===== src/design/avmm_cfg.svh =====
// Build-time configuration of the Avalon clock-crossing shim
// Both FIFO depths must be powers of two
// The almost-full threshold must be at least one and well below the command depth
// Bursts are limited to 1 << (AVMM_BURST_WIDTH - 1) beats
`ifndef AVMM_CFG_SVH
`define AVMM_CFG_SVH

// Word address width at the source port
`define AVMM_ADDR_WIDTH 10

// Data width, a whole number of bytes
`define AVMM_DATA_WIDTH 32

// Burstcount width, so bursts run from 1 to 8 beats
`define AVMM_BURST_WIDTH 4

// Command FIFO entries, one beat each
`define AVMM_CMD_DEPTH 16

// Response FIFO entries, which is also the number of response credits
`define AVMM_RSP_DEPTH 32

// Commands that still fit once waitrequest has risen
`define AVMM_ALMFULL_THRESHOLD 2

// Size of the sink memory in words
`define AVMM_MEM_WORDS 256

`endif


===== src/design/avmm_pkg.sv =====
// Types shared by the shim blocks
// Response codes use the Avalon encoding, and only OKAY and SLVERR are produced
// A response FIFO word is decoded as read or write view by a kind bit kept beside it
`include "avmm_cfg.svh"

package avmm_pkg;

    typedef enum logic [1:0] {
        OKAY   = 2'b00,
        SLVERR = 2'b10
    } t_response;

    // One command FIFO entry, always a single beat with its own address
    typedef struct packed {
        logic                            is_write;
        logic [`AVMM_ADDR_WIDTH-1:0]     address;
        logic [`AVMM_DATA_WIDTH-1:0]     writedata;
        logic [`AVMM_DATA_WIDTH/8-1:0]   byteenable;
        logic                            last;
    } t_cmd_beat;

    // Read view carries the returned word
    typedef struct packed {
        t_response                   response;
        logic [`AVMM_DATA_WIDTH-1:0] data;
    } t_rsp_rd;

    // Write view has no data, only the burst status and its closing flag
    typedef struct packed {
        t_response                   response;
        logic [`AVMM_DATA_WIDTH-2:0] pad;
        logic                        last;
    } t_rsp_wr;

    typedef union packed {
        t_rsp_rd rd;
        t_rsp_wr wr;
    } t_rsp_word;

endpackage


===== src/design/avmm_rsp_result.sv =====
`timescale 1ns/10ps
// Source-side response delivery, one word per mem_source cycle
// A kind bit of one selects the write view of the word, zero the read view
// Each popped word returns one credit to the decode block a cycle later
`include "avmm_cfg.svh"

module avmm_rsp_result
    import avmm_pkg::*;
(
    input  logic                          mem_source,
    input  logic                          rst_n,
    input  logic                          rsp_kind,
    input  t_rsp_word                     rsp_word,
    input  logic                          rsp_valid,
    output logic                          rsp_pop,
    output logic [`AVMM_DATA_WIDTH-1:0]   readdata,
    output logic                          readdatavalid,
    output t_response                     response,
    output t_response                     writeresponse,
    output logic                          writeresponsevalid,
    output logic                          credit_return
);

    // The head word is always taken when present
    assign rsp_pop = rsp_valid;

    always_ff @(posedge mem_source)
    begin
        if (!rst_n)
        begin
            readdatavalid      <= 1'b0;
            writeresponsevalid <= 1'b0;
            credit_return      <= 1'b0;
        end
        else
        begin
            readdatavalid      <= rsp_valid && !rsp_kind;
            writeresponsevalid <= rsp_valid && rsp_kind;
            credit_return      <= rsp_valid;
        end
    end

    // Payloads hold their last value between valid cycles
    always_ff @(posedge mem_source)
    begin
        if (rsp_valid && !rsp_kind)
        begin
            readdata <= rsp_word.rd.data;
            response <= rsp_word.rd.response;
        end
        if (rsp_valid && rsp_kind)
        begin
            writeresponse <= rsp_word.wr.response;
        end
    end

endmodule


===== config.mk =====
export PLATFORM = sky130hd
export DESIGN_NAME = avmm_rsp_result
export DESIGN_NICKNAME = d
export VERILOG_FILES = /design/src/design/avmm_pkg.sv /design/src/design/avmm_rsp_result.sv
export VERILOG_INCLUDE_DIRS = /design/src /design/src/design
export SDC_FILE = /design/constraint.sdc
export NUM_CORES = 1
export LEC_CHECK = 0
export BUFFER_PORTS_ARGS = -buffer_cell sky130_fd_sc_hd__buf_2
export CORE_AREA = 2 2 58 60
export CTS_CLUSTER_DIAMETER = 80
export DETAILED_ROUTE_END_ITERATION = 6
export DIE_AREA = 0 0 60 62
export HOLD_SLACK_MARGIN = 0.06
export MAX_ROUTING_LAYER = met4
export PLACE_DENSITY = 0.74
export SLEW_MARGIN = 20
export SYNTH_ARGS = -nofsm -noshare
export SYNTH_HDL_FRONTEND = slang
export SYNTH_SLANG_ARGS = --single-unit

===== constraint.sdc =====
create_clock -name mem_source -period 2.7 [get_ports mem_source]
set_clock_uncertainty 0.2 [all_clocks]
set_input_delay 0.135 -clock mem_source [delete_from_list [all_inputs] [get_ports mem_source]]
set_output_delay 0.135 -clock mem_source [all_outputs]
set_load 0.005 [all_outputs]

==> run metrics <==
Final setup violation count=0; largest net degree at the start of global routing=35; Slew headroom=0.7276; count of H-tree levels built during CTS=2; root cell of the clock tree=sky130_fd_sc_hd__clkbuf_4; largest vdd supply drop=around 400 uV; dominant cells by area after synthesis=sky130_fd_sc_hd__edfxtp_1, sky130_fd_sc_hd__dfxtp_1, sky130_fd_sc_hd__and2_1; Yosys warning count=0; placeable core region=3179 um2; wire length of the first global-routing pass=4.077 mm; Die ar.=3720 um2; DRC errors left=0; final estimated routing congestion in global placement=between 0.6 and 0.7; starting utilization of the core area=0.3719; count of inserted antenna diode cells=0; switching power share of the total=0.1890; delay-heaviest family, CP=buffers and inverters; number of buffers created by CTS=5; Highest Clock Rate=approximately 0.65 GHz; die width=60 um; antenna violation net count after detailed routing=0; top fanout value on the critical path=34; Critical Path End=readdata[20]$_DFFE_PP_; data required time at the worst endpoint=2490 ps; number of clock sinks=39; cell area after synthesis=1182 um2; combinational share of power=0.109; endpoint kind of the worst setup timing path=flip-flop; cell-by-cell trace of the critical path=dlygate4sd3_1, buf_2, nor2b_2, buf_4; vias per cell=4.186; Flop pwr share=0.593; count of flip-flops with a built-in enable after synthesis=36; clock-pin slew on the worst setup and hold paths=100 ps; portion of total power attributed to the clock network=0.298; post-synthesis register bit count=39; Final Hold Vio Count=0; Sw Pwr=0.2272 mW; Min Clock Period, post-route=1534 ps; signed area change from the synthesized netlist to the final layout=77.14%; Netlist cell types=7; final net count=206; number of buffers and inverters on the critical path=3; filler cell count in the final layout=231; total power per unit cell area=roughly 570 nW/um2; design internal power=between 0.9 and 1 mW; Cell Rows=21; sequential share of the synthesized area=0.9651; Tightest Pin Transition=408.6 ps; clock tree from TritonCTS=built; final core occ=0.6588; setup repair after global routing missed its margin=false; Setup Total Neg Slack=0 ps; critical path depth in cells=4; maximum root-to-sink buffer count=2; syn nets=between 80 and 90; number of violations of the max-capacitance limit=0; leakage power summed over all cells=approximately 0.9 nW; average detailed-routed wire length per instance=13.85 um; initial antenna violation count=0; worst min path class=in2reg; launching element type of the critical path=input port; ys async rst share=0; mean cell area of the mapped netlist=26.28 um2; most repeated cell in the gate-level netlist after synthesis=sky130_fd_sc_hd__edfxtp_1; I/O Pins=~80; outcome=complete, no violations; total length of routed wires=a little under 3 mm; slowest stage cell on the critical path=sky130_fd_sc_hd__dlygate4sd3_1; via count of the first global-routing pass=about 860; final worst path period share=0.5681; most used flip-flop cell after synthesis=sky130_fd_sc_hd__edfxtp_1; fraction of synthesized cell area taken by the top area cell type=0.9143; HPWL reported at the end of detailed placement=1.671 mm; ranking of synthesized cells by instance count=sky130_fd_sc_hd__edfxtp_1, sky130_fd_sc_hd__dfxtp_1, sky130_fd_sc_hd__and2_1; total placed instance area=1628 um2; synthesized instance count=45; global route total overflow=0; smallest hold slack=between 300 and 400 ps; proportion of layout cells with a drive suffix above 1=0.5089; Port Buffer Count=slightly below 80; router iterations before antenna repair=4; global router's overall resource usage=0.1702; library cell with the largest summed area after synthesis=sky130_fd_sc_hd__edfxtp_1; CP startpoint=rsp_valid; total power of the final layout=between 1 and 1.5 mW; Initial DRC Count=39; via count of the routed design=900; arrival time of data at the critical path endpoint=1330 ps; critical path's largest stage delay=530 ps; finished layout cell area=2095 um2; Chip Height=62 um; number of slew-limit violations in the final report=0; startpoint-to-endpoint class of the critical path=in2reg
==> sequential cells by signal, summed over array words and instances, names as in the netlist <==
register            cells
credit_return           1
readdata               32
readdatavalid           1
response                2
writeresponse           2
writeresponsevalid      1
==> timing repair <==
action	in CTS	in global routing
hold buffers	39	0
resized for setup	0	0
setup buffers	0	0
endpoints found under the hold margin	41	0
==> layer usage <==
layer,share of wire,global-route usage,routed length [um]
met1,0.36,0.1681,1064
met2,0.52,0.2966,1540
met3,0.11,0.07246,329
met4,0.015,0.06667,44
met5,0,-,0
==> layout make-up <==
| type | count | area [um2] | share of cell area |
|---|---|---|---|
| timing repair buffer | 117 | 783.3 | 0.3740 |
| tap | 46 | 57.56 | 0.02748 |
| multi-input combinational | 5 | 36.28 | 0.01732 |
| clock buffer | 5 | 37.54 | 0.01792 |
| sequential | 39 | 1141 | 0.5448 |
| clock inverter | 3 | 38.79 | 0.01852 |
==> power groups by stage <==
stage | clock, mW | sequential [mW] | combinational, mW
after detailed placement | 0 | 0.725 | 0.0849
final | 0.358 | 0.713 | 0.131
after floorplan | 0 | 0.733 | 0.0107
after global placement | 0 | 0.723 | 0.0822
after CTS | 0.376 | 0.711 | 0.129
after global routing | 0.404 | 0.716 | 0.143
==> worst min path at each step <==
stage	startpoint	to	slack, ps	depth (start not counted)
global placement	rsp_word[9]	readdata[9]$_DFFE_PP_	110	1
CTS	rsp_word[9]	readdata[9]$_DFFE_PP_	290	2
floorplan	rsp_word[0]	readdata[0]$_DFFE_PP_	30	0
detailed placement	rsp_word[0]	readdata[0]$_DFFE_PP_	110	1
finish	rsp_word[10]	readdata[10]$_DFFE_PP_	310	2
global route	rsp_word[10]	readdata[10]$_DFFE_PP_	280	2
==> stage by stage <==
stage	setup WS (ps)	instances
finish	1166	215
global route	1125	215
CTS	1195	215
detailed placement	1370	168
global placement	1412	168
floorplan	394.9	45
==> layout by cell type, fill, tap and decap left out <==
cell type and n:
sky130_fd_sc_hd__and2_1 2, sky130_fd_sc_hd__and3_1 1, sky130_fd_sc_hd__and3b_1 1, sky130_fd_sc_hd__buf_2 77, sky130_fd_sc_hd__buf_4 1, sky130_fd_sc_hd__bufinv_16 1
sky130_fd_sc_hd__clkbuf_4 5, sky130_fd_sc_hd__clkinv_1 1, sky130_fd_sc_hd__clkinv_2 1, sky130_fd_sc_hd__dfxtp_1 3, sky130_fd_sc_hd__dlygate4sd3_1 39, sky130_fd_sc_hd__edfxtp_1 36
sky130_fd_sc_hd__nor2b_2 1
==> cells by family after synthesis <==
family | Yosys count | synth area share
flops | 39 | 0.9651
simple gates | 5 | 0.02858
buf+inv | 1 | 0.006352
(Power assumes the default switching activity.)
