$ cat config.mk
export PLATFORM = sky130hd
export DESIGN_NAME = avmm_cmd_decode
export DESIGN_NICKNAME = d
export VERILOG_FILES = /design/src/design/avmm_pkg.sv /design/src/design/avmm_cmd_decode.sv
export VERILOG_INCLUDE_DIRS = /design/src /design/src/design
export SDC_FILE = /design/constraint.sdc
export NUM_CORES = 1
export LEC_CHECK = 0
export BUFFER_PORTS_ARGS = -buffer_cell sky130_fd_sc_hd__buf_2
export CORE_ASPECT_RATIO = 0.6
export CORE_UTILIZATION = 54
export CTS_BUF_LIST = sky130_fd_sc_hd__clkbuf_8
export DETAILED_ROUTE_END_ITERATION = 16
export HOLD_SLACK_MARGIN = 0.15
export PLACE_DENSITY = 0.95
export SLEW_MARGIN = 20
export SYNTH_ARGS = -nofsm -noshare
export SYNTH_HDL_FRONTEND = slang
export SYNTH_SLANG_ARGS = --single-unit
$ cat constraint.sdc
create_clock -name mem_source -period 8.6 [get_ports mem_source]
set_clock_uncertainty 0.05 [all_clocks]
set_input_delay 0.43 -clock mem_source [delete_from_list [all_inputs] [get_ports mem_source]]
set_output_delay 0.43 -clock mem_source [all_outputs]
set_load 0.05 [all_outputs]
$ cat src/design/avmm_cfg.svh
// Build-time configuration of the Avalon clock-crossing shim
// Both FIFO depths must be powers of two
// The almost-full threshold must be at least one and well below the command depth
// Bursts are limited to 1 << (AVMM_BURST_WIDTH - 1) beats
`ifndef AVMM_CFG_SVH
`define AVMM_CFG_SVH

// Word address width at the source port
`define AVMM_ADDR_WIDTH 10

// Data width, a whole number of bytes
`define AVMM_DATA_WIDTH 32

// Burstcount width, so bursts run from 1 to 8 beats
`define AVMM_BURST_WIDTH 4

// Command FIFO entries, one beat each
`define AVMM_CMD_DEPTH 16

// Response FIFO entries, which is also the number of response credits
`define AVMM_RSP_DEPTH 32

// Commands that still fit once waitrequest has risen
`define AVMM_ALMFULL_THRESHOLD 2

// Size of the sink memory in words
`define AVMM_MEM_WORDS 256

`endif

$ cat src/design/avmm_pkg.sv
// Types shared by the shim blocks
// Response codes use the Avalon encoding, and only OKAY and SLVERR are produced
// A response FIFO word is decoded as read or write view by a kind bit kept beside it
`include "avmm_cfg.svh"

package avmm_pkg;

    typedef enum logic [1:0] {
        OKAY   = 2'b00,
        SLVERR = 2'b10
    } t_response;

    // One command FIFO entry, always a single beat with its own address
    typedef struct packed {
        logic                            is_write;
        logic [`AVMM_ADDR_WIDTH-1:0]     address;
        logic [`AVMM_DATA_WIDTH-1:0]     writedata;
        logic [`AVMM_DATA_WIDTH/8-1:0]   byteenable;
        logic                            last;
    } t_cmd_beat;

    // Read view carries the returned word
    typedef struct packed {
        t_response                   response;
        logic [`AVMM_DATA_WIDTH-1:0] data;
    } t_rsp_rd;

    // Write view has no data, only the burst status and its closing flag
    typedef struct packed {
        t_response                   response;
        logic [`AVMM_DATA_WIDTH-2:0] pad;
        logic                        last;
    } t_rsp_wr;

    typedef union packed {
        t_rsp_rd rd;
        t_rsp_wr wr;
    } t_rsp_word;

endpackage

$ cat src/design/avmm_cmd_decode.sv
`timescale 1ns/10ps
// Source-side command intake
// A command is accepted only while waitrequest is low; the almost-full margin
// keeps room in the command FIFO for the beats already on their way
// Reads of N beats are expanded into N FIFO beats with waitrequest held high
// The credit check assumes the longest burst, so it stalls slightly early
`include "avmm_cfg.svh"

module avmm_cmd_decode
    import avmm_pkg::*;
(
    input  logic                               mem_source,
    input  logic                               rst_n,
    input  logic [`AVMM_ADDR_WIDTH-1:0]        address,
    input  logic [`AVMM_BURST_WIDTH-1:0]       burstcount,
    input  logic                               read,
    input  logic                               write,
    input  logic [`AVMM_DATA_WIDTH-1:0]        writedata,
    input  logic [`AVMM_DATA_WIDTH/8-1:0]      byteenable,
    input  logic [$clog2(`AVMM_CMD_DEPTH):0]   space,
    input  logic                               credit_return,
    output logic                               waitrequest,
    output t_cmd_beat                          cmd_beat,
    output logic                               cmd_push
);

    localparam int CW        = $clog2(`AVMM_RSP_DEPTH) + 1;
    localparam int SW        = $clog2(`AVMM_CMD_DEPTH) + 1;
    localparam int MAX_BURST = 1 << (`AVMM_BURST_WIDTH - 1);

    logic                          accept_rd;
    logic                          accept_wr;
    logic                          wr_mid;
    logic                          rd_expand;
    logic [`AVMM_BURST_WIDTH-1:0]  wr_left;
    logic [`AVMM_BURST_WIDTH-1:0]  wr_left_next;
    logic [`AVMM_BURST_WIDTH-1:0]  rd_left;
    logic [`AVMM_BURST_WIDTH-1:0]  rd_left_next;
    logic [`AVMM_ADDR_WIDTH-1:0]   wr_addr;
    logic [`AVMM_ADDR_WIDTH-1:0]   rd_addr;
    logic [CW-1:0]                 credits;
    logic [CW-1:0]                 credits_next;
    logic [CW-1:0]                 spend;

    assign accept_rd = read && !waitrequest;
    assign accept_wr = write && !waitrequest;

    // A write burst is in progress while beats remain after the first
    assign wr_mid = (wr_left != '0);

    // Remaining read beats go out one per cycle whenever the FIFO has room
    assign rd_expand = (rd_left != '0) && (space != '0);

    always_comb
    begin
        cmd_beat.is_write   = accept_wr;
        cmd_beat.writedata  = writedata;
        cmd_beat.byteenable = byteenable;
        if (rd_expand)
        begin
            cmd_beat.address = rd_addr;
            cmd_beat.last    = (rd_left == 1);
        end
        else if (accept_wr && wr_mid)
        begin
            // Later beats of a write burst ignore the port address
            cmd_beat.address = wr_addr;
            cmd_beat.last    = (wr_left == 1);
        end
        else
        begin
            cmd_beat.address = address;
            cmd_beat.last    = (burstcount == 1);
        end
    end

    assign cmd_push = accept_rd || accept_wr || rd_expand;

    // Burst counters and the credit balance for the next cycle
    always_comb
    begin
        wr_left_next = wr_left;
        rd_left_next = rd_left;
        spend        = '0;
        if (accept_wr)
        begin
            wr_left_next = wr_mid ? wr_left - 1'b1 : burstcount - 1'b1;
            // The whole write burst gets one response, charged at its first beat
            spend        = wr_mid ? '0 : CW'(1);
        end
        if (accept_rd)
        begin
            rd_left_next = burstcount - 1'b1;
            spend        = CW'(burstcount);
        end
        else if (rd_expand)
        begin
            rd_left_next = rd_left - 1'b1;
        end
        credits_next = credits - spend + CW'(credit_return);
    end

    always_ff @(posedge mem_source)
    begin
        if (!rst_n)
        begin
            waitrequest <= 1'b1;
            wr_left     <= '0;
            rd_left     <= '0;
            credits     <= CW'(`AVMM_RSP_DEPTH);
        end
        else
        begin
            wr_left <= wr_left_next;
            rd_left <= rd_left_next;
            credits <= credits_next;
            // Credits only gate the start of a command, never a running write burst
            waitrequest <= (space <= SW'(`AVMM_ALMFULL_THRESHOLD)) ||
                           (rd_left_next != '0) ||
                           ((wr_left_next == '0) && (credits_next < CW'(MAX_BURST)));
        end
    end

    // Next beat addresses follow the beat just pushed
    always_ff @(posedge mem_source)
    begin
        if (accept_wr)
        begin
            wr_addr <= cmd_beat.address + 1'b1;
        end
        if (accept_rd || rd_expand)
        begin
            rd_addr <= cmd_beat.address + 1'b1;
        end
    end

endmodule

==> results.json, run 1 <==
{
  "netlist_instances": 269,
  "route.vias.total": 1950,
  "syn_avg_cell_area_um2": 9.87,
  "tns_ps": 0,
  "synth_top_cell_by_area": "edfxtp_1",
  "io_buffers": 37,
  "relSlewSlack_pct": 46.1,
  "ir_worst_vdd_mv": 0.244,
  "min_from": "rst_n",
  "slew_violations": 0,
  "cap_violations": 0,
  "stdcell_area_um2": 2630,
  "reg2reg_from": "waitrequest",
  "drt_iter0_drc": 178,
  "track_usage_pct": 22.8,
  "crit_arrival_ps": 3160,
  "synth_top_area_share_pct": 22.6,
  "multi_input_comb_area_um2": 1330,
  "yosys-top-cells-area": "edfxtp_1 23%, dfxtp_1 11%, buf_4 11%",
  "first_pass_iters": 5,
  "top_level_ports": 110,
  "cts_post_setup_buffers_inserted": 0,
  "syn_area_um2": 2660,
  "die_area_um2": 5210,
  "fin_crit_sh_pct": 42.3,
  "rows": 19,
  "ff2ff_path_depth": 9,
  "worstSetupPathType": "reg -> out",
  "placed_cell_area_um2": 2550,
  "final.fill_count": 407,
  "routedWlPerCell_um": 17.2,
  "ctsHoldBuffers": 0,
  "layout_min_cycle_time_ps": 3640,
  "cp_max_fo": 23,
  "r2r_setup_slack_ps": 5130,
  "max_freq_mhz": 275,
  "grt_max_degree": 24,
  "grt_pass1_wl_mm": 9.01,
  "cts_tree": "done",
  "clk_pin_slew_worst_paths_ps": 70,
  "regArea_um2": 901,
  "power_per_cell_area_nw_per_um2": 451,
  "hold_path_depth": 2,
  "cts.sink_count": 35,
  "drt_wl_total_mm": 5.68,
  "cts-root-buf": "clkbuf_8",
  "post-synth-top-count-cell": "buf_4",
  "synth-seq-area-share_pct": 33.9,
  "outcome": "complete, no violations",
  "yosys_warnings": 0,
  "crit_path_end_kind": "primary output",
  "setup-violations-final": 0,
  "diodes": 0,
  "cts_resized": 0,
  "syn_to_final_growth_pct": -0.848,
  "hpwl_mm": 4.21,
  "overflow": 0,
  "critPathRequiredTime_ps": 8120,
  "drcViolationCount": 0,
  "ys.flop_type": "edfxtp_1",
  "vias_per_cell": 5.91,
  "core_area_um2": 4660,
  "grt_pass1_vias": 1820,
  "async_reset_ff_share_pct": 0,
  "whs_endpoint": "credits[3]",
  "synth_enable_flop_cells": 20,
  "hold_path_class": "in -> reg",
  "h-tree-depth": 2,
  "tightest_slew_ps": 808,
  "cts_buffers": 5,
  "clock_tree.buffer_depth": 2,
  "synth_common_cells": "38 x buf_4, 20 x edfxtp_1, 17 x ha_1, 17 x nor2_1",
  "die_x_um": 92.5,
  "hold_violations": 0,
  "insertion_delay_ps": 290,
  "rsz0062_at_grt": "no",
  "place_congestion": 0.853,
  "drive_gt1_share_pct": 24.0,
  "antenna_left": 0,
  "synth_nets": 347,
  "leakagePower_nw": 1.00,
  "initial_core_util_pct": 57.0,
  "r2r_end": "wr_addr[4]",
  "synth.distinct_cells": 56,
  "worstSetupStartpointType": "flip-flop",
  "nets": 344,
  "antenna_found_initial": 0,
  "synth_seq_cells": 35,
  "die-height_um": 56.3
}
-- cell type report --
type / count / area share, %
clock buffers: 5 / 2.61
clock inverters: 3 / 0.428
inverters: 16 / 2.28
multi-input cells: 171 / 50.5
flip-flops and latches: 35 / 34.2
well taps: 63 / 2.99
repair buffers: 37 / 7.03
-- logic make-up (layout without fill, tap and decap cells) --
family / Yosys count / after routing / synth area share (%)
XOR/XNOR: 16 / 16 / 5.28
multiplexers: 4 / 4 / 1.51
AO/OA/AOI/OAI: 56 / 56 / 17.7
flip-flops: 35 / 35 / 33.9
AND/OR/NAND/NOR: 77 / 77 / 16.8
buffers and inverters: 63 / 61 / 16.1
adder cells (fa/ha/maj): 18 / 18 / 8.76
-- routing by layer --
metal / share of wire [%] / GRT usage [%]
met2: 42 / 30.7
met3: 9.8 / 6.78
met4: 2.0 / 7.37
met5: 0 / 0
met1: 46 / 34.5
-- worst max-delay path by stage --
stage | from | end | slack, ps | depth (start not counted)
6_report | waitrequest | cmd_beat[41] | 4960 | 7
5_1_grt | waitrequest | cmd_beat[41] | 4790 | 7
4_1_cts | waitrequest | cmd_beat[41] | 5020 | 7
3_5_place_dp | write | rd_addr[8] | 5160 | 10
3_3_place_gp | write | rd_addr[6] | 5340 | 10
2_1_floorplan | waitrequest | waitrequest | 5590 | 14
-- metrics by stage --
step	worst slack (ps)	hold WS [ps]	utilization (%)	power (mW)	std cells
2_1_floorplan	5590	471	-	0.983	269
3_3_place_gp	5340	507	54.8	1.04	322
3_5_place_dp	5160	526	54.8	1.07	322
4_1_cts	5020	439	56.5	1.18	330
5_1_grt	4790	437	56.5	1.26	330
6_report	4960	445	56.5	1.19	330
-- cells in the final DEF (no fill, tap or decap), types with 2 or more instances in the layout --
cell type   n
dfxtp_1    15
a21oi_1    10
nor4_2      3
a31oi_4     5
nor2_1     17
clkinv_1    3
inv_1      16
a31oi_2     2
clkbuf_8    5
nor2b_1     2
buf_2      37
xnor2_1    10
nor3_1      3
and2_1      8
o21ai_1     3
o21ai_0     9
a21o_1      2
nand3_1    15
xor2_1      6
nand4_1     2
a22oi_1     2
o21ai_2     2
a211oi_1    7
a31oi_1     2
ha_1       17
edfxtp_1   20
nand2b_1    2
a21boi_0    2
mux2i_1     4
nand2_1    14
-- power by group --
| part | total, mW | leakage [nW] | switching, mW | internal [mW] |
|---|---|---|---|---|
| clock network | 0.113 | 0.0444 | 0.0592 | 0.0540 |
| logic | 0.776 | 0.646 | 0.533 | 0.244 |
| registers | 0.299 | 0.310 | 0.0253 | 0.274 |
-- flip-flops by register name, indices dropped and copies added, names as in the netlist --
name / flops
credits: 6
wr_left: 4
wr_addr: 10
waitrequest: 1
rd_left: 4
rd_addr: 10
-- worst max-delay path, stage by stage (launching register included) --
cell      delay [ps]
dfxtp_1          400
nand2b_1         660
clkinv_1         870
nand3_1          320
nand3_1          130
o21ai_2          200
inv_1             70
buf_2            220
No activity file was read; power rests on OpenSTA's default activity.
==> run 2: changes to the inputs <==
CORE_UTILIZATION = 45   (was 54)
PLACE_DENSITY = 0.86   (was 0.95)
clock period = 3.05 ns   (was 8.6 ns; I/O delays follow)
==> results.json, run 2 (synthesis results as in run 1) <==
{
  "outcome": "complete, no violations",
  "place_ws_ps": 70.0,
  "tightest_slew_ps": 468,
  "min_from": "rst_n",
  "vias_per_cell": 5.36,
  "clk_pin_slew_worst_paths_ps": 70,
  "initial_core_util_pct": 47.2,
  "max_freq_mhz": 347,
  "route.met3.wl_um": 364,
  "cp.buffers_inverters": 2,
  "grt_max_degree": 22,
  "power_per_cell_area_nw_per_um2": 1220,
  "crit_arrival_ps": 3040,
  "drive_gt1_share_pct": 29.0,
  "io_buffers": 37,
  "place_congestion": 0.903,
  "diodes": 0,
  "multi_input_comb_area_um2": 1350,
  "holdWs_ps": 179,
  "worstSetupPathType": "reg -> reg",
  "leakagePower_nw": 1.05,
  "topRoutingLayerUsed": "met4",
  "p_sw_mw": 1.70,
  "setup-violations-final": 0,
  "combPwrFrac_pct": 65.4,
  "hold_path_depth": 2,
  "first_pass_iters": 4,
  "route.vias.total": 1908,
  "swShare_pct": 50.9,
  "cts_tree": "done",
  "placed_cell_area_um2": 2640,
  "met1_length_mm": 2.55,
  "antenna_left": 0,
  "path_common_cell": "ha_1",
  "cts_resized": 0,
  "cap_violations": 0,
  "syn_to_final_growth_pct": 3.49,
  "pwr-share-seq_pct": 25.3,
  "track_usage_pct": 17.9,
  "crit_cells": 14,
  "crit_path_start": "wr_left[0]",
  "regArea_um2": 901,
  "final_common_cell": "buf_2",
  "drt_wl_total_mm": 5.33,
  "crit_path_end_kind": "flip-flop",
  "crit_family": "adder cells",
  "crit_chain": "inv_2 > ha_4 > or3b_4 > o31ai_2 > ha_1 > inv_1 > ha_1 > fa_1 > a21o_1 > a21oi_2 > xnor2_1 > nor2_1 > nand4_1 > o211ai_1",
  "hpwl_mm": 3.98,
  "drcViolationCount": 0,
  "die-height_um": 61.5,
  "die_x_um": 101,
  "hold_path_class": "in -> reg",
  "top_level_ports": 110,
  "ir_worst_vdd_mv": 0.343,
  "clock_power_share_pct": 9.4,
  "cts_post_setup_buffers_inserted": 0,
  "h-tree-depth": 2,
  "grt_pass1_wl_mm": 8.36,
  "core_area_um2": 5620,
  "dp_cells": 348,
  "grt_pass1_vias": 1676,
  "fin_util_pct": 48.9,
  "ff2ff_path_depth": 14,
  "nets": 353,
  "tns_ps": 0,
  "hold_violations": 0,
  "layout_min_cycle_time_ps": 2890,
  "final.fill_count": 499,
  "worstSetupStartpointType": "flip-flop",
  "cts-root-buf": "clkbuf_8",
  "final_cell_mix": "37 x buf_2, 20 x edfxtp_1, 17 x nor2_1",
  "total_power_mw": 3.35,
  "drt_iter0_drc": 137,
  "rows": 21,
  "slew_violations": 0,
  "fin_crit_sh_pct": 94.6,
  "dr_wl_met2_mm": 2.37,
  "die_area_um2": 6220,
  "ctsHoldBuffers": 0,
  "antenna_found_initial": 0,
  "fin_cells": 356,
  "cts.sink_count": 35,
  "cp_max_fo": 5,
  "critPathSlowestCell": "fa_1",
  "top_regs": "rd_addr: 10 flops, wr_addr: 10 flops, credits: 6 flops",
  "critPathRequiredTime_ps": 3210,
  "reg2reg_from": "wr_left[0]",
  "stdcell_area_um2": 2750,
  "routedWlPerCell_um": 15.0,
  "insertion_delay_ps": 280,
  "relSlewSlack_pct": 68.6,
  "overflow": 0,
  "setup_ws_ps": 164,
  "cts_buffers": 5,
  "p_int_mw": 1.65,
  "slowest_delay_ps": 410,
  "clock_tree.buffer_depth": 2
}
## run 2: cell count changes in the layout (fill, tap and decap cells not counted)
cell      delta
ha_1         -1
buf_4        +9
o31ai_2      +1
inv_1        -2
a21oi_1      -2
inv_2        +2
clkinv_1     -1
a21oi_2      +2
clkinv_2     +1
o31ai_1      -1
ha_4         +1
## run 2: final cells by class
class | count | area share [%]
Clock buffer | 5 | 2.50
Clock inverter | 3 | 0.455
Inverter | 16 | 2.18
Multi-Input combinational cell | 171 | 49.2
Sequential cell | 35 | 32.8
Tap cell | 80 | 3.64
Timing Repair Buffer | 46 | 9.19
## run 2: final timing paths
path	slack (ps)	endpoint
worst max-delay path	160	waitrequest
worst min register to register	580	wr_left[1]
worst max register to register	160	waitrequest
worst min-delay path	180	credits[3]
## run 2: per-layer routing
metal | up-vias | global-route usage, %
met3 | 5 | 4.43
met5 | - | 0
met1 | 908 | 26.3
li1 | 926 | -
met4 | 0 | 5.18
met2 | 69 | 25.9
## run 2: worst reg2reg max path, stage by stage (launching register included)
cell and delay [ps]:
dfxtp_1 320, inv_2 90, ha_4 150, or3b_4 380
o31ai_2 210, ha_1 160, inv_1 50, ha_1 200
fa_1 410, a21o_1 180, a21oi_2 150, xnor2_1 90
nor2_1 110, nand4_1 90, o211ai_1 160
## run 2: power groups by stage
stage               sequential (mW)  clock, mW  combinational, mW
global placement              0.845          0               2.12
floorplan                     0.841          0               1.93
finish                        0.847      0.314               2.19
detailed placement            0.853          0               2.15
global route                  0.857      0.340               2.38
CTS                           0.845      0.316               2.16
==> run 3: changes to the inputs <==
CORE_ASPECT_RATIO = default   (was 0.6)
MAX_ROUTING_LAYER = met4   (was default)
==> results.json, run 3 (synthesis results as in run 1) <==
{
  "outcome": "complete, no violations",
  "ir_worst_vdd_mv": 0.581,
  "ff2ff_path_depth": 13,
  "hpwl_mm": 4.15,
  "hold_path_class": "in -> reg",
  "placed_cell_area_um2": 2630,
  "clock_tree.buffer_depth": 2,
  "worstSetupStartpointType": "flip-flop",
  "vias_per_cell": 5.70,
  "initial_core_util_pct": 47.4,
  "worstSetupPathType": "reg -> reg",
  "io_buffers": 37,
  "grt_pass1_wl_mm": 9.05,
  "grt_max_degree": 20,
  "cts-root-buf": "clkbuf_8",
  "setup-violations-final": 0,
  "reg2reg_from": "wr_left[0]",
  "rows": 27,
  "met1_length_mm": 2.37,
  "relSlewSlack_pct": 62.0,
  "tns_ps": 0,
  "min_from": "rst_n",
  "tightest_slew_ps": 569,
  "critPathRequiredTime_ps": 3180,
  "antenna_left": 0,
  "dp_cells": 339,
  "core_area_um2": 5610,
  "fin_crit_sh_pct": 97.1,
  "layout_min_cycle_time_ps": 2960,
  "die-height_um": 78.8,
  "crit_path_end_kind": "flip-flop",
  "max_freq_mhz": 338,
  "crit_path_start": "wr_left[0]",
  "overflow": 0,
  "dr_wl_met2_mm": 2.88,
  "first_pass_iters": 4,
  "slew_violations": 0,
  "insertion_delay_ps": 300,
  "top_level_ports": 110,
  "syn_to_final_growth_pct": 6.83,
  "r2r_end": "credits[5]",
  "h-tree-depth": 2,
  "drt_wl_total_mm": 5.84,
  "drcViolationCount": 0,
  "hold_violations": 0,
  "clk_pin_slew_worst_paths_ps": 70,
  "crit_arrival_ps": 3100,
  "routedWlPerCell_um": 16.6,
  "diodes": 0,
  "total_power_mw": 3.61,
  "route.vias.total": 1999,
  "crit_end": "credits[5]",
  "cts.sink_count": 35,
  "route.met3.wl_um": 405,
  "cts_buffers": 5,
  "stdcell_area_um2": 2840,
  "place_ws_ps": -22.3,
  "holdWs_ps": 155,
  "die_area_um2": 6210,
  "place_congestion": 0.885,
  "topRoutingLayerUsed": "met4",
  "final_cell_mix": "37 x buf_2, 20 x edfxtp_1, 17 x nor2_1",
  "top_regs": "rd_addr: 10 flops, wr_addr: 10 flops, credits: 6 flops",
  "die_x_um": 78.8,
  "drt_iter0_drc": 173,
  "setup_ws_ps": 89.5,
  "drive_gt1_share_pct": 31.9,
  "power_per_cell_area_nw_per_um2": 1270,
  "nets": 356,
  "fin_util_pct": 50.6,
  "ctsHoldBuffers": 0,
  "grt_pass1_vias": 1904,
  "track_usage_pct": 19.3,
  "antenna_found_initial": 0,
  "final_common_cell": "buf_2",
  "cp_max_fo": 5,
  "final.fill_count": 489,
  "r2r_setup_slack_ps": 90,
  "fin_cells": 351,
  "cap_violations": 0,
  "cts_tree": "done",
  "leakagePower_nw": 1.09
}
run 3: changes by cell type in the layout (fill, tap and decap cells not counted), sizes merged:
cell and change:
clkinv -2, bufinv +2, buf +3
run 3: per-layer routing:
metal  global-route usage [%]  up-vias
li1                         -      932
met1                     23.2      954
met2                     30.3       84
met3                     4.48       29
met4                     9.82        0
met5                        -        -
run 3: what timing repair did:
action,CTS,global route
resized for setup,3,10
endpoints found under the setup margin,2,2
gates cloned,0,0
buffers inserted,0,4
pin swaps,0,4
run 3: worst min-delay path by stage:
stage | cells after the start | to
finish | 2 | wr_left[0]
global placement | 0 | cmd_beat[11]
CTS | 2 | wr_left[0]
detailed placement | 0 | cmd_beat[11]
floorplan | 1 | credits[0]
global route | 2 | credits[3]
run 3: cell type report:
| cell class | count | area, um2 | area share (%) |
|---|---|---|---|
| clock buffer | 5 | 68.8 | 2.43 |
| clock inverter | 3 | 63.8 | 2.25 |
| inverter | 16 | 60.1 | 2.12 |
| multi-input combinational | 171 | 1380 | 48.5 |
| sequential | 35 | 902 | 31.8 |
| tap | 72 | 90.1 | 3.17 |
| timing repair buffer | 49 | 275 | 9.70 |
run 3: where the power goes:
group	switching [mW]	internal, mW
combinational	1.51	0.752
sequential	0.0712	0.772
clock	0.175	0.323
run 3: worst max-delay path: stages (launching register included):
cell and delay [ps]:
dfxtp_1 320, inv_2 100, ha_4 160, or3b_4 400, o31ai_4 220, ha_2 200
inv_1 60, ha_1 280, a21o_1 200, a21oi_2 190, o21bai_1 90, a21oi_1 190
xnor2_1 110, or2_2 280
